$ cat src/design/mem_consts.svh
`ifndef MEM_CONSTS_SVH
`define MEM_CONSTS_SVH

// storage depth in 16-bit words.
`define MEM_DEPTH 256

// number of low address bits the array decodes.
// Higher address bits are ignored, so accesses wrap modulo the depth.
`define MEM_ADDR_BITS 8

// clock edges from the accept edge to the acknowledge edge.
// The port counters need a value of at least 2.
`define MEM_LATENCY 6

`endif

$ cat src/design/mem_width_pkg.sv
package mem_width_pkg;

    // one memory word.
    typedef logic [15:0] word_t;

    // four consecutive words with the lowest address in the low bits.
    typedef logic [4*$bits(word_t)-1:0] qword_t;

    // full processor address. Only the low bits reach the storage.
    typedef logic [15:0] addr_t;

endpackage

$ cat src/design/mem_port_pkg.sv
package mem_port_pkg;
    import mem_width_pkg::*;

    typedef enum logic {
        port_idle,
        port_busy
    } port_state_t;

    typedef struct packed {
        logic  read;
        addr_t addr;
    } fetch_req_t;

    typedef struct packed {
        word_t  word;
        qword_t quad;
    } fetch_rsp_t;

    typedef struct packed {
        logic   read;        // read has priority over the write bits.
        logic   write_word;
        logic   write_quad;
        addr_t  addr;
        word_t  wdata;
        qword_t wquad;
    } data_req_t;

    typedef struct packed {
        word_t  word;
        qword_t quad;
    } data_rsp_t;

    // strobe from a port sequencer to the array, high for the accept cycle only.
    typedef struct packed {
        logic   accept;
        addr_t  addr;
        logic   write_word;
        logic   write_quad;
        word_t  wdata;
        qword_t wquad;
    } array_access_t;

endpackage

$ cat src/design/data_port.sv
`timescale 1ns/1ns
`include "mem_consts.svh"

module data_port import mem_port_pkg::*; (
    input  logic          clk,
    input  logic          reset_n,
    input  data_req_t     req,
    output array_access_t acc,
    input  data_rsp_t     rd,
    output data_rsp_t     rsp,
    output logic          ready,
    output logic          ack
);
    localparam int CNT_BITS = $clog2(`MEM_LATENCY);

    port_state_t         state;
    logic [CNT_BITS-1:0] count;
    logic                any_req;
    logic                start;

    assign ready   = (state == port_idle);
    assign any_req = req.read || req.write_word || req.write_quad;
    assign start   = any_req && ready;

    // write bits reach the array only on the accept cycle.
    // A read masks both writes, and a word write masks a quad write.
    always_comb begin
        acc            = '0;
        acc.accept     = start;
        acc.addr       = req.addr;
        acc.write_word = start && !req.read && req.write_word;
        acc.write_quad = start && !req.read && !req.write_word && req.write_quad;
        acc.wdata      = req.wdata;
        acc.wquad      = req.wquad;
    end

    always_ff @(posedge clk) begin
        if (!reset_n) begin
            state <= port_idle;
            count <= '0;
            ack   <= 1'b0;
        end else begin
            case (state)
                port_idle: begin
                    if (start) begin
                        state <= port_busy;
                        count <= CNT_BITS'(`MEM_LATENCY - 1);
                    end
                end
                port_busy: begin
                    if (ack) begin
                        state <= port_idle;   // ready returns on the cycle after ack.
                        ack   <= 1'b0;
                    end else if (count == '0) begin
                        ack <= 1'b1;
                    end else begin
                        count <= count - 1'b1;
                    end
                end
                default: state <= port_idle;
            endcase
        end
    end

    // the response keeps the last read, so a write leaves it unchanged.
    always_ff @(posedge clk) begin
        if (start && req.read) begin
            rsp <= rd;
        end
    end

    a_data_one_kind: assert property (@(posedge clk) disable iff (!reset_n)
        $onehot0({req.read, req.write_word, req.write_quad}))
        else $error("data request sets more than one access kind.");

    a_data_req_stable: assert property (@(posedge clk) disable iff (!reset_n)
        (state == port_busy) |-> $stable(req))
        else $error("data request changed before its acknowledge.");

endmodule

$ cat config.mk
export PLATFORM = sky130hd
export DESIGN_NAME = data_port
export DESIGN_NICKNAME = d
export VERILOG_FILES = /design/src/design/mem_width_pkg.sv /design/src/design/mem_port_pkg.sv /design/src/design/data_port.sv
export VERILOG_INCLUDE_DIRS = /design/src /design/src/design
export SDC_FILE = /design/constraint.sdc
export NUM_CORES = 1
export LEC_CHECK = 0
export BUFFER_PORTS_ARGS = -buffer_cell sky130_fd_sc_hd__buf_2
export CAP_MARGIN = 20
export CORE_AREA = 8 8 133 135
export CTS_BUF_LIST = sky130_fd_sc_hd__clkbuf_16
export CTS_CLUSTER_DIAMETER = 120
export DETAILED_ROUTE_END_ITERATION = 8
export DIE_AREA = 0 0 141 143
export PLACE_DENSITY = 0.53
export SYNTH_ARGS = -nofsm -noshare
export SYNTH_HDL_FRONTEND = slang
export SYNTH_SLANG_ARGS = --single-unit
$ cat constraint.sdc
create_clock -name clk -period 6.7 [get_ports clk]
set_clock_uncertainty 0.15 [all_clocks]
set_input_delay 2.01 -clock clk [delete_from_list [all_inputs] [get_ports clk]]
set_output_delay 2.01 -clock clk [all_outputs]
set_load 0.05 [all_outputs]
# After elaboration in Yosys (flattened, before gate mapping)
# Index checks and enable logic that the tools add are counted.
# word_totals
reg_bits	85
input_bits	181
out_inout_bits	181
wordCells	31
# classes
n_addsub	1
n_eq_ne	3
mux	9
n_bitwise	1
reduce_logical	12
# op_table
cell	n
$mux 3	3
$logic_and 1x1->1	6
$pmux 3 s2	1
$mux 1	4
$ne 2x2->1 const B	2
$logic_not 3->1	1
$reduce_and 3->1	1
$sub 3x1->3 const B	1
$logic_not 1->1	2
$logic_or 1x1->1	2
$ne 2x1->1 const B	1
$pmux 1 s2	1
$not 1->1	1

# Longest topological paths before layout
# depth
ltp_word	6
ltp_mapped	5
ltp_nobuf	5

# Worst setup path after synthesis
# No wires, ideal clock.
# synth_timing
path_type	input to output
from	in req[98] in the netlist's numbering
to	out acc[80] in the netlist's numbering
t_arrival_ns	3.653
required_ns	4.540
path_slack_ns	0.887
cell_stages	1
n_path_buf	0
cell_sequence	nor4b_1
# synth_between
elab_chain_len	6
word_cells_on_any_way	7
classes_between	reduce/logical: 7
# synth_lines
item	line_no	text
from (decl)	data_port.sv:7	input data_req_t req,
$logic_or 1x1->1 (2 in a row)	data_port.sv:22	assign any_req = req.read || req.write_word || req.write_quad;
$logic_and 1x1->1	data_port.sv:23	assign start = any_req && ready;
$logic_and 1x1->1 * (3 in a row)	data_port.sv:32	acc.write_quad = start && !req.read && !req.write_word && req.write_quad;
to (decl)	data_port.sv:8	output array_access_t acc,
# Every way passes the cells marked *; elsewhere a longest branch is shown, timed or not.

==> impl_metrics.env <==
export IMPL_outcome="completed"
export IMPL_finalNonFillerCells=514
export IMPL_synthToLayoutAreaGrowth_pct=19.8
export IMPL_post_cts_resized=0
export IMPL_maxCapViolCount=0
export IMPL_start_kind="primary input"
export IMPL_hold_class="flop to flop"
export IMPL_route_met2_wl_um=5500
export IMPL_slew_headroom_pct=32.9
export IMPL_post_cts_buffers=0
export IMPL_grt_overflow=0
export IMPL_postRouteAntennaNets=0
export IMPL_path_max_fanout=5
export IMPL_cts_root_buf="clkbuf_16"
export IMPL_hold_slack_ns=0.355
export IMPL_numCtsBuffers=9
export IMPL_crit_top_cell="buf_2"
export IMPL_die_area_um2=20200
export IMPL_top_layer="met5"
export IMPL_nFillCells=1596
export IMPL_gp_congestion=0.805
export IMPL_end_kind="output pin"
export IMPL_cts_sinks=85
export IMPL_dp_cells=498
export IMPL_path_clk_slew_ns=0.06
export IMPL_chipWidth_um=141
export IMPL_first_iter_violations=47
export IMPL_start_util_pct=21.9
export IMPL_antenna_cells=0
export IMPL_cp_cell_sequence="buf_2, nor3_1, nor2_1, buf_2"
export IMPL_yosysMostFrequentCell="buf_4"
export IMPL_crit_family="buffers and inverters"
export IMPL_drtPass1Iterations=3
export IMPL_num_io_pins=362
export IMPL_fin_crit_ns=4.98
export IMPL_r2r_start="state$_SDFF_PN0_"
export IMPL_period_share_pct=74.4
export IMPL_path_class="primary input to output pin"
export IMPL_setup_viol=0
export IMPL_fin_area_um2=4100
export IMPL_synth_cell_type_count=25
export IMPL_drcViolationCount=0
export IMPL_drv_slew=0
export IMPL_core_area_um2=15600
export IMPL_synth_edff_count=80
export IMPL_ys_warn_count=0
export IMPL_nNetsFinal=476
export IMPL_drive_gt1_share_pct=63.8
export IMPL_cp_num_buf_inv=2
export IMPL_worst_path_largest_cell_delay_ns=0.34
export IMPL_hold_viol=0
export IMPL_insertion_delay_ns=0.33
export IMPL_routedWlPerCell_um=21.3
export IMPL_vias=1868
export IMPL_synth_common_cells="buf_4, edfxtp_1, dfxtp_1, inv_1"
export IMPL_tightest_slew_ns=1.01
export IMPL_grt_pass1_vias=1987
export IMPL_avgSynthCellArea_um2=16.4
export IMPL_hp_start="ack$_SDFFE_PN0P_"
export IMPL_max_freq_mhz=201
export IMPL_num_rows=46
export IMPL_cts_hold_buf=0
export IMPL_critPathRequiredTime_ns=4.54
export IMPL_cp_arrival_ns=2.82
export IMPL_power_leakage_uw=0.00169
export IMPL_powerDensity_nw_per_um2=317
export IMPL_tns_ns=0
export IMPL_crit_path_start="req[98]"
export IMPL_tritoncts="done"
export IMPL_synth_top_area_cell="edfxtp_1"
export IMPL_io_buffers=169
export IMPL_chipHeight_um=143
export IMPL_ir_drop_v=0.0000988
export IMPL_yosysTopAreaCellShare_pct=70.2
export IMPL_rsz0062_at_grt="no"
export IMPL_syn_instance_count=209
export IMPL_crit_path_top_delay_cell="buf_2"
export IMPL_synth_seq_cells=85
export IMPL_placed_area_um2=3820
export IMPL_drt_met1_wl_um=2940
export IMPL_met3_length_um=2120
export IMPL_synthFlopType="edfxtp_1"
export IMPL_grt_max_degree=81
export IMPL_synth_area_leaders="edfxtp_1, buf_4, dfxtp_1"
export IMPL_antenna_found_initial=1
export IMPL_grt_pass1_wl_um=14400
export IMPL_viasPerCell=3.63
export IMPL_async_flop_share_pct=0
export IMPL_syn_nets=392
export IMPL_cts_max_path_buffers=2
export IMPL_netlist_area_um2=3420
export IMPL_track_usage_pct=10.1
export IMPL_yosysSeqAreaShare_pct=73.1
export IMPL_drt_wl_total_um=10900
export IMPL_h_tree_depth=3
[power breakdown]
group          internal [µW]  switching (µW)
Sequential               623            9.46
Combinational           47.1             156
Clock                    256             208
Total                    926             373
[sequential cells by signal (all words and copies together), names as in the netlist]
signal,flops
rsp,80
count,3
ack,1
state,1
[final timing paths]
check        depth (start not counted)  slack, ns                 to
max                                  4       1.72            acc[98]
min                                  2       0.35   ack$_SDFFE_PN0P_
max reg2reg                          2       4.74  rsp[32]$_DFFE_PP_
min reg2reg                          2       0.35   ack$_SDFFE_PN0P_
[worst min-delay path, stage by stage, from the launching register on]
cell     delay [ns]
dfxtp_1        0.33
nand2_1        0.08
a21oi_2        0.05
[per-layer routing]
| metal | global-route usage [%] | vias up |
|---|---|---|
| met5 | 0 | - |
| met4 | 6.17 | 2 |
| met3 | 8.15 | 32 |
| met2 | 17.7 | 210 |
| met1 | 7.40 | 817 |
| li1 | - | 807 |
[cell usage in the layout, fill, tap and decap left out, types with 2 or more instances in the layout]
master | Yosys | routed
and2b_4 | 1 | 2
buf_2 | 0 | 169
clkinv_4 | 0 | 2
inv_1 | 3 | 3
ha_1 | 2 | 2
nor2_1 | 2 | 2
clkbuf_16 | 0 | 9
inv_6 | 0 | 2
nand2_1 | 2 | 2
dfxtp_1 | 5 | 5
edfxtp_1 | 80 | 80
[cell type report]
cell class	instances	area [µm²]	share of cell area (%)
timing repair buffer	170	853	20.8
inverter	4	15.0	0.366
tap	216	270	6.59
clock inverter	7	57.6	1.40
clock buffer	9	225	5.49
multi-input combinational	23	179	4.36
sequential	85	2500	61.0
[through the flow]
stage,util (%),setup slack [ns],power [µW]
2_1_floorplan,-,0.887,940
3_3_place_gp,24.5,1.76,848
3_5_place_dp,24.5,1.73,850
4_1_cts,26.3,1.73,1330
5_1_grt,26.3,1.67,1360
6_report,26.3,1.72,1300
[cells by family (layout without fill, tap and decap cells)]
kind of cell               Yosys count  in the layout  synth area share [%]
AOI/OAI and AO/OA                    7              7                  1.79
buffers and inverters              101            190                  21.7
DFF                                 85             85                  73.1
adders and majority gates            2              2                 0.731
and+or+nand+nor                     14             14                  2.67
(Power assumes the default switching activity.)
