==> src/design/mem_consts.svh <==
`ifndef MEM_CONSTS_SVH
`define MEM_CONSTS_SVH

// storage depth in 16-bit words.
`define MEM_DEPTH 256

// number of low address bits the array decodes.
// Higher address bits are ignored, so accesses wrap modulo the depth.
`define MEM_ADDR_BITS 8

// clock edges from the accept edge to the acknowledge edge.
// The port counters need a value of at least 2.
`define MEM_LATENCY 6

`endif

==> src/design/mem_width_pkg.sv <==
package mem_width_pkg;

    // one memory word.
    typedef logic [15:0] word_t;

    // four consecutive words with the lowest address in the low bits.
    typedef logic [4*$bits(word_t)-1:0] qword_t;

    // full processor address. Only the low bits reach the storage.
    typedef logic [15:0] addr_t;

endpackage

==> src/design/mem_port_pkg.sv <==
package mem_port_pkg;
    import mem_width_pkg::*;

    typedef enum logic {
        port_idle,
        port_busy
    } port_state_t;

    typedef struct packed {
        logic  read;
        addr_t addr;
    } fetch_req_t;

    typedef struct packed {
        word_t  word;
        qword_t quad;
    } fetch_rsp_t;

    typedef struct packed {
        logic   read;        // read has priority over the write bits.
        logic   write_word;
        logic   write_quad;
        addr_t  addr;
        word_t  wdata;
        qword_t wquad;
    } data_req_t;

    typedef struct packed {
        word_t  word;
        qword_t quad;
    } data_rsp_t;

    // strobe from a port sequencer to the array, high for the accept cycle only.
    typedef struct packed {
        logic   accept;
        addr_t  addr;
        logic   write_word;
        logic   write_quad;
        word_t  wdata;
        qword_t wquad;
    } array_access_t;

endpackage

==> src/design/fetch_port.sv <==
`timescale 1ns/1ns
`include "mem_consts.svh"

module fetch_port import mem_port_pkg::*; (
    input  logic          clk,
    input  logic          reset_n,
    input  fetch_req_t    req,
    output array_access_t acc,
    input  fetch_rsp_t    rd,
    output fetch_rsp_t    rsp,
    output logic          ready,
    output logic          ack
);
    localparam int CNT_BITS = $clog2(`MEM_LATENCY);

    port_state_t         state;
    logic [CNT_BITS-1:0] count;
    logic                start;

    assign ready = (state == port_idle);
    assign start = req.read && ready;

    // the fetch side never writes, so the write fields stay zero.
    always_comb begin
        acc        = '0;
        acc.accept = start;
        acc.addr   = req.addr;
    end

    // the counter runs down to zero, then ack is raised for one cycle
    // and the port returns to idle on the edge after it.
    always_ff @(posedge clk) begin
        if (!reset_n) begin
            state <= port_idle;
            count <= '0;
            ack   <= 1'b0;
        end else begin
            case (state)
                port_idle: begin
                    if (start) begin
                        state <= port_busy;
                        count <= CNT_BITS'(`MEM_LATENCY - 1);
                    end
                end
                port_busy: begin
                    if (ack) begin
                        state <= port_idle;
                        ack   <= 1'b0;
                    end else if (count == '0) begin
                        ack <= 1'b1;
                    end else begin
                        count <= count - 1'b1;
                    end
                end
                default: state <= port_idle;
            endcase
        end
    end

    always_ff @(posedge clk) begin
        if (start) begin
            rsp <= rd;   // read data is taken on the accept edge.
        end
    end

    a_fetch_req_stable: assert property (@(posedge clk) disable iff (!reset_n)
        (state == port_busy) |-> $stable(req))
        else $error("fetch request changed before its acknowledge.");

endmodule

==> config.mk <==
export PLATFORM = sky130hd
export DESIGN_NAME = fetch_port
export DESIGN_NICKNAME = d
export VERILOG_FILES = /design/src/design/mem_width_pkg.sv /design/src/design/mem_port_pkg.sv /design/src/design/fetch_port.sv
export VERILOG_INCLUDE_DIRS = /design/src /design/src/design
export SDC_FILE = /design/constraint.sdc
export NUM_CORES = 1
export LEC_CHECK = 0
export BUFFER_PORTS_ARGS = -buffer_cell sky130_fd_sc_hd__buf_4
export CORE_UTILIZATION = 25
export CTS_CLUSTER_DIAMETER = 40
export DETAILED_ROUTE_END_ITERATION = 16
export PLACE_DENSITY_LB_ADDON = 0.25
export SLEW_MARGIN = 10
export SYNTH_ARGS = -nofsm -noshare
export SYNTH_HDL_FRONTEND = slang
export SYNTH_SLANG_ARGS = --single-unit
==> constraint.sdc <==
create_clock -name clk -period 6.6 [get_ports clk]
set_clock_uncertainty 0.1 [all_clocks]
set_input_delay 1.32 -clock clk [delete_from_list [all_inputs] [get_ports clk]]
set_output_delay 1.32 -clock clk [all_outputs]
set_load 0.005 [all_outputs]
# After elaboration in Yosys (flattened, before gate mapping)
# Cells that the tools add are included.
# W data, S select, Z words.
# totals
register_bits	85
out_inout_bits	181
elab_cells	22
in_bits	99
# op_classes
n_eq_ne	3
reduce_logical	3
add_sub_neg	1
muxes	9
bitwise	1
# ops
operator	count
$mux W3	3
$pmux W3 S2	1
$mux W1	4
$ne A2 B2 Y1 const B	2
$logic_not A3 Y1	1
$reduce_and A3 Y1	1
$sub A3 B1 Y3 const B	1
$ne A2 B1 Y1 const B	1
$pmux W1 S2	1
$logic_and A1 B1 Y1	1
$not A1 Y1	1

# Longest topological paths before layout
# Gate-level depths: netlist of the first run.
# logic_depth
word_depth	4
ltp_mapped	5
mapped_depth_nobuf	5

# Worst setup path before layout of the first run
# Ideal clock, no wire load.
# synth_path
kind	input port to output port
start	input port req[16] (netlist name)
end	output port acc[98] (netlist name)
t_required_ps	5180
slack_ps	1882
t_arrival_ps	3298
stages	3
path_buffers	1
path_cell_list	nand2b_4 inv_1 buf_4
# synth_via
elab_chain_cells	1
# synth_rtl
item	line_no	source
from (decl)	fetch_port.sv:7	input fetch_req_t req,
$logic_and A1 B1 Y1	fetch_port.sv:21	assign start = req.read && ready;
to (decl)	fetch_port.sv:8	output array_access_t acc,
# Every way passes these cells.

==> results of run 1 <==
[final cells by class]
cell class | instances | area share (%)
repair buffers | 166 | 26.3
clock buffers | 9 | 4.75
clock inverters | 7 | 1.03
well taps | 176 | 4.65
inverters | 4 | 0.343
multi-input cells | 103 | 10.1
flip-flops and latches | 85 | 52.8
[worst max path at each step]
stage          slack (ns)  endpoint     from
2_1_floorplan        1.88   acc[98]  req[16]
3_3_place_gp         2.83   acc[98]  req[16]
3_5_place_dp         2.79   acc[98]  req[16]
4_1_cts              2.80   acc[98]  req[16]
5_1_grt              2.72   acc[98]  req[16]
6_report             2.84   acc[98]  req[16]
[power by group]
part,switching (µW),internal (µW)
logic,61.8,75.2
registers,11.5,633
clock network,207,255
[layout by cell type (no fill, tap or decap), types with 2 or more instances in the layout]
master,Yosys,final
clkinvlp_4,0,3
nand2b_1,2,2
edfxtp_1,80,80
dfxtp_1,5,5
nor4_1,2,2
conb_1,1,82
buf_4,99,166
ha_1,2,2
clkbuf_16,0,9
inv_1,4,3
inv_6,0,2
clkinv_2,0,2
[per-layer routing]
layer  routed length [µm]  share of wire, %  global-route usage, %  up-vias
li1                     -                 -                      -      873
met1                 2630                37                   10.5      869
met2                 3510                49                   15.7      159
met3                  829                12                   3.26       16
met4                  133               1.9                   5.46        0
met5                    0                 0                      0        -
[registers in the layout (all words and copies together), names as in the netlist]
name,cells
count,3
state,1
rsp,80
ack,1
[stage by stage]
| step | instances | cell area [µm²] | hold WS (ns) |
|---|---|---|---|
| after floorplan | 291 | 3740 | 0.472 |
| after global placement | 534 | 4470 | 0.499 |
| after detailed placement | 534 | 4470 | 0.525 |
| after CTS | 550 | 4740 | 0.540 |
| after global routing | 550 | 4740 | 0.558 |
| final | 550 | 4740 | 0.540 |
[tightest hold or removal path: stages, from the launching register on]
cell and delay [ns]:
dfxtp_1 0.30, inv_1 0.13, o311a_1 0.18
[logic make-up (layout without fill, tap and decap cells)]
family | Yosys count | count (layout) | synth area share (%)
buf+inv | 103 | 186 | 22.1
compound gates | 8 | 8 | 2.04
simple gates | 11 | 11 | 2.26
fa+ha+maj | 2 | 2 | 0.728
flops | 85 | 85 | 72.8
other cells | 1 | 82 | 0.109
==> out/results.tsv, run 1 <==
metric	value	unit
most frequent cell after synthesis	buf_4	
top cell type's share of synthesized area	69.9	%
cell-by-cell trace of the critical path	buf_4 -> nand2b_4 -> clkinv_2 -> buf_4	
Syn Area/Cell	16.4	µm²
Tmin final	3.76	ns
Die Width	119	µm
post-route worst setup slack	2.84	ns
Longest Clk Path Bufs	2	
Remaining Overflow, GRT	0	
Tcrit/Tclk final	56.9	%
root buf cell	clkbuf_16	
synthesis-to-layout area growth	37.9	%
Ys Warns	0	
Post-Route Utilization	35.5	%
Yosys top cell by area	edfxtp_1	
Yosys reg bits	85	
register area	2500	µm²
Primary FF master, synth	edfxtp_1	
total CTS buffers	9	
Min-Delay Path Class	register to register	
unrepaired setup endpoints after global routing	no	
vias in the first global route	1720	
CP most frequent cell	buf_4	
layout filler cell count	1328	
WP data required	5.18	ns
DRC viols	0	
PwrDens	263	nW/µm²
hold_sp	count[0]	
MaxCap Viol Count	0	
Syn Inst Count	210	
crit-path max cell delay	0.45	ns
Detailed Routing Iterations Pass 1	4	
synth top area cells	edfxtp_1 70%, buf_4 22%, dfxtp_1 2.9%	
largest net degree at the start of global routing	51	
R2R Path End	count[2]	
initial antenna violation count	0	
Clock transition at path regs	0.06	ns
CTS tree	built	
top cells by count, synth	99 x buf_4, 80 x edfxtp_1, 5 x dfxtp_1	
num ports	280	
Worst Path Buf+Inv	3	
# diodes	0	
Seq/Total Area, Yosys	72.8	%
final hold vios	0	
Top delay family on crit path	buffers and inverters	
arrival time worst endpoint	2.34	ns
# resized after CTS	0	
Fmax	266	MHz
post-CTS setup buffer count	0	
CP startpoint kind	primary input	
setup_tns	0	ns
clk_lat worst skew	0.33	ns
share of cells above drive strength 1	49.7	%
core region area	13300	µm²
clk sink count	85	
Overall Power	1240	µW
WL final	7.10	mm
Max rail drop VDD	0.000106	V
Cell variety after synth	23	
routability cong.	0.692	
R2R setup slack	4.41	ns
crit path max fanout	34	
mapped cell area	3440	µm²
Die ar.	14200	µm²
DR iter-0 viols	157	
EDFF count, synth	80	
P_leak	0.00207	µW
setup violators final	0	
vias per std cell	3.49	
R2R cell count	5	
gr usage total	9.45	%
DR vias	1917	
CP max stage cell	clkinv_2	
first-pass GRT wire length	9.76	mm
status	completed	
Post-CTS Hold Buffers	0	
Hold Path Stages	2	
Slew HR	57.6	%
Final HPWL DP	5.33	mm
endpoint with the worst hold slack	count[0]	
Post-synth ARST share	0	%
row cnt	42	
worst slew pin tran	0.636	ns
worst r2r src	state	
Die Ht	119	µm
Routed Antenna Nets	0	
input/output buffers	165	
CP Capture Type	output port	
Final Net Count	470	
DP Worst Slack	2.79	ns
Multi-input gate area	480	µm²
initial core utilization	25.7	%
H-tree levels	3	
WS Path Type	primary input to output port	
critical path depth	4	
DR WL/cell	12.9	µm
Final Max Tran Viols	0	
Note: power is estimated with default switching activity, not from simulation.
==> run 2, diff against run 1 <==
==> constraint.sdc (replaced) <==
create_clock -name clk -period 3.38 [get_ports clk]
set_clock_uncertainty 0.1 [all_clocks]
set_input_delay 0.676 -clock clk [delete_from_list [all_inputs] [get_ports clk]]
set_output_delay 0.676 -clock clk [all_outputs]
set_load 0.005 [all_outputs]
==> run 2 against run 1 <==
Compared with the run above:
- via count fell by 0.26%
- setup slack got worse by 1.4 ns
- first-iteration DRC count fell by 39%
- largest power group unchanged
- die area did not move
- combinational power rose by 98%
- total power rose by 100%
- non-clock buffer count did not move
- hold slack got worse by 0.13 ns
==> out/results.tsv, run 2 (synthesis gave the netlist of run 1 again) <==
metric	value	unit
status	completed	
H-tree levels	3	
WP data required	2.60	ns
Overall Power	2510	µW
largest net degree at the start of global routing	83	
DR vias	1912	
DRC viols	0	
vias in the first global route	1692	
worst r2r src	state	
Final Cell Area	4780	µm²
P_leak	0.00208	µW
unrepaired setup endpoints after global routing	no	
initial antenna violation count	0	
input/output buffers	165	
arrival time worst endpoint	1.19	ns
Final Net Count	470	
DR iter-0 viols	95	
synthesis-to-layout area growth	39.1	%
root buf cell	clkbuf_16	
WS Path Type	register to output port	
layout filler cell count	1303	
initial core utilization	25.7	%
total CTS buffers	9	
Final Max Tran Viols	0	
vias per std cell	3.48	
clk sink count	85	
critical path depth	3	
row cnt	42	
crit path from	state	
cell-by-cell trace of the critical path	nand2b_4 -> clkinvlp_4 -> buf_4	
Tmin final	1.96	ns
commonest cells after routing, fill and taps aside	165 x buf_4, 82 x conb_1, 80 x edfxtp_1	
PwrDens	525	nW/µm²
Tcrit/Tclk final	58.1	%
setup_tns	0	ns
Clock transition at path regs	0.07	ns
Die ar.	14200	µm²
Routed Antenna Nets	0	
post-CTS setup buffer count	0	
share of cells above drive strength 1	49.7	%
Remaining Overflow, GRT	0	
Post-CTS Hold Buffers	0	
Die Ht	119	µm
R2R setup slack	1.86	ns
Die Width	119	µm
routability cong.	0.735	
Longest Clk Path Bufs	2	
DR WL/cell	12.5	µm
setup violators final	0	
Worst Path Buf+Inv	2	
CP startpoint kind	register	
R2R Path End	count[2]	
# resized after CTS	0	
instance area at placement	4480	µm²
# diodes	0	
Min-Delay Path Class	primary input to register	
gr usage total	9.12	%
max reg flops	80	
clk_lat worst skew	0.34	ns
Final HPWL DP	5.15	mm
R2R cell count	5	
core region area	13300	µm²
Critical path destination	acc[98]	
biggest regs	rsp x80, count x3	
CP Capture Type	output port	
first-pass GRT wire length	9.30	mm
WL final	6.86	mm
Top delay family on crit path	flip-flops	
crit path max fanout	5	
final hold vios	0	
Max rail drop VDD	0.000250	V
num ports	280	
crit-path max cell delay	0.40	ns
MaxCap Viol Count	0	
most common cell after layout, fill and taps aside	buf_4	
Detailed Routing Iterations Pass 1	3	
Fmax	510	MHz
Biggest register	rsp	
CTS tree	built	
CP max stage cell	dfxtp_1	
[run 2: cell types whose count changed in the layout (fill, tap and decap cells not counted), sizes merged]
cell      before  now
clkinv         3    0
bufinv         0    1
clkbuf         9   10
clkinvlp       3    4
[run 2: how the worst min path moves through the flow]
stage / startpoint / endpoint / slack [ns] / cells past startpoint
final: rd[42] / rsp[42] / 0.41 / 1
after global routing: rd[20] / rsp[20] / 0.39 / 1
after CTS: rd[42] / rsp[42] / 0.39 / 1
after detailed placement: count[0] / count[0] / 0.51 / 2
after global placement: count[0] / count[0] / 0.50 / 2
after floorplan: count[0] / count[0] / 0.47 / 2
[run 2: layout make-up]
type / count / area, µm² / share of cell area, %
Clock buffer: 10 / 229 / 4.79
Clock inverter: 6 / 70.1 / 1.47
Inverter: 4 / 18.8 / 0.393
Multi-Input combinational cell: 103 / 480 / 10.1
Sequential cell: 85 / 2500 / 52.4
Tap cell: 176 / 220 / 4.61
Timing Repair Buffer: 166 / 1260 / 26.3
[run 2: through the flow]
| step | worst slack, ns | cells | hold slack [ns] | utilization (%) |
|---|---|---|---|---|
| 2_1_floorplan | 0.424 | 291 | 0.472 | - |
| 4_1_cts | 1.39 | 550 | 0.392 | 35.8 |
| 6_report | 1.42 | 550 | 0.412 | 35.8 |
| 5_1_grt | 1.34 | 550 | 0.394 | 35.8 |
| 3_3_place_gp | 1.45 | 534 | 0.498 | 33.6 |
| 3_5_place_dp | 1.45 | 534 | 0.507 | 33.6 |
[run 2: routing by layer]
| layer | vias to the layer above | routed length [µm] | global-route usage, % |
|---|---|---|---|
| li1 | 869 | - | - |
| met1 | 862 | 2500 | 9.94 |
| met2 | 161 | 3360 | 15.0 |
| met3 | 20 | 846 | 4.02 |
| met4 | 0 | 148 | 4.59 |
| met5 | - | 0 | 0 |
[run 2: worst register-to-register path: cells and delay by family (launching register included)]
| kind | cells | cell delay, ns |
|---|---|---|
| flops | 1 | 0.40 |
| compound gates | 1 | 0.33 |
| buf+inv | 2 | 0.32 |
| simple gates | 2 | 0.26 |
[run 2: where the power goes]
group | switching, µW | total [µW] | internal (µW)
combinational | 122 | 271 | 150
clock | 404 | 982 | 578
sequential | 21.7 | 1260 | 1240
total | 548 | 2510 | 1960
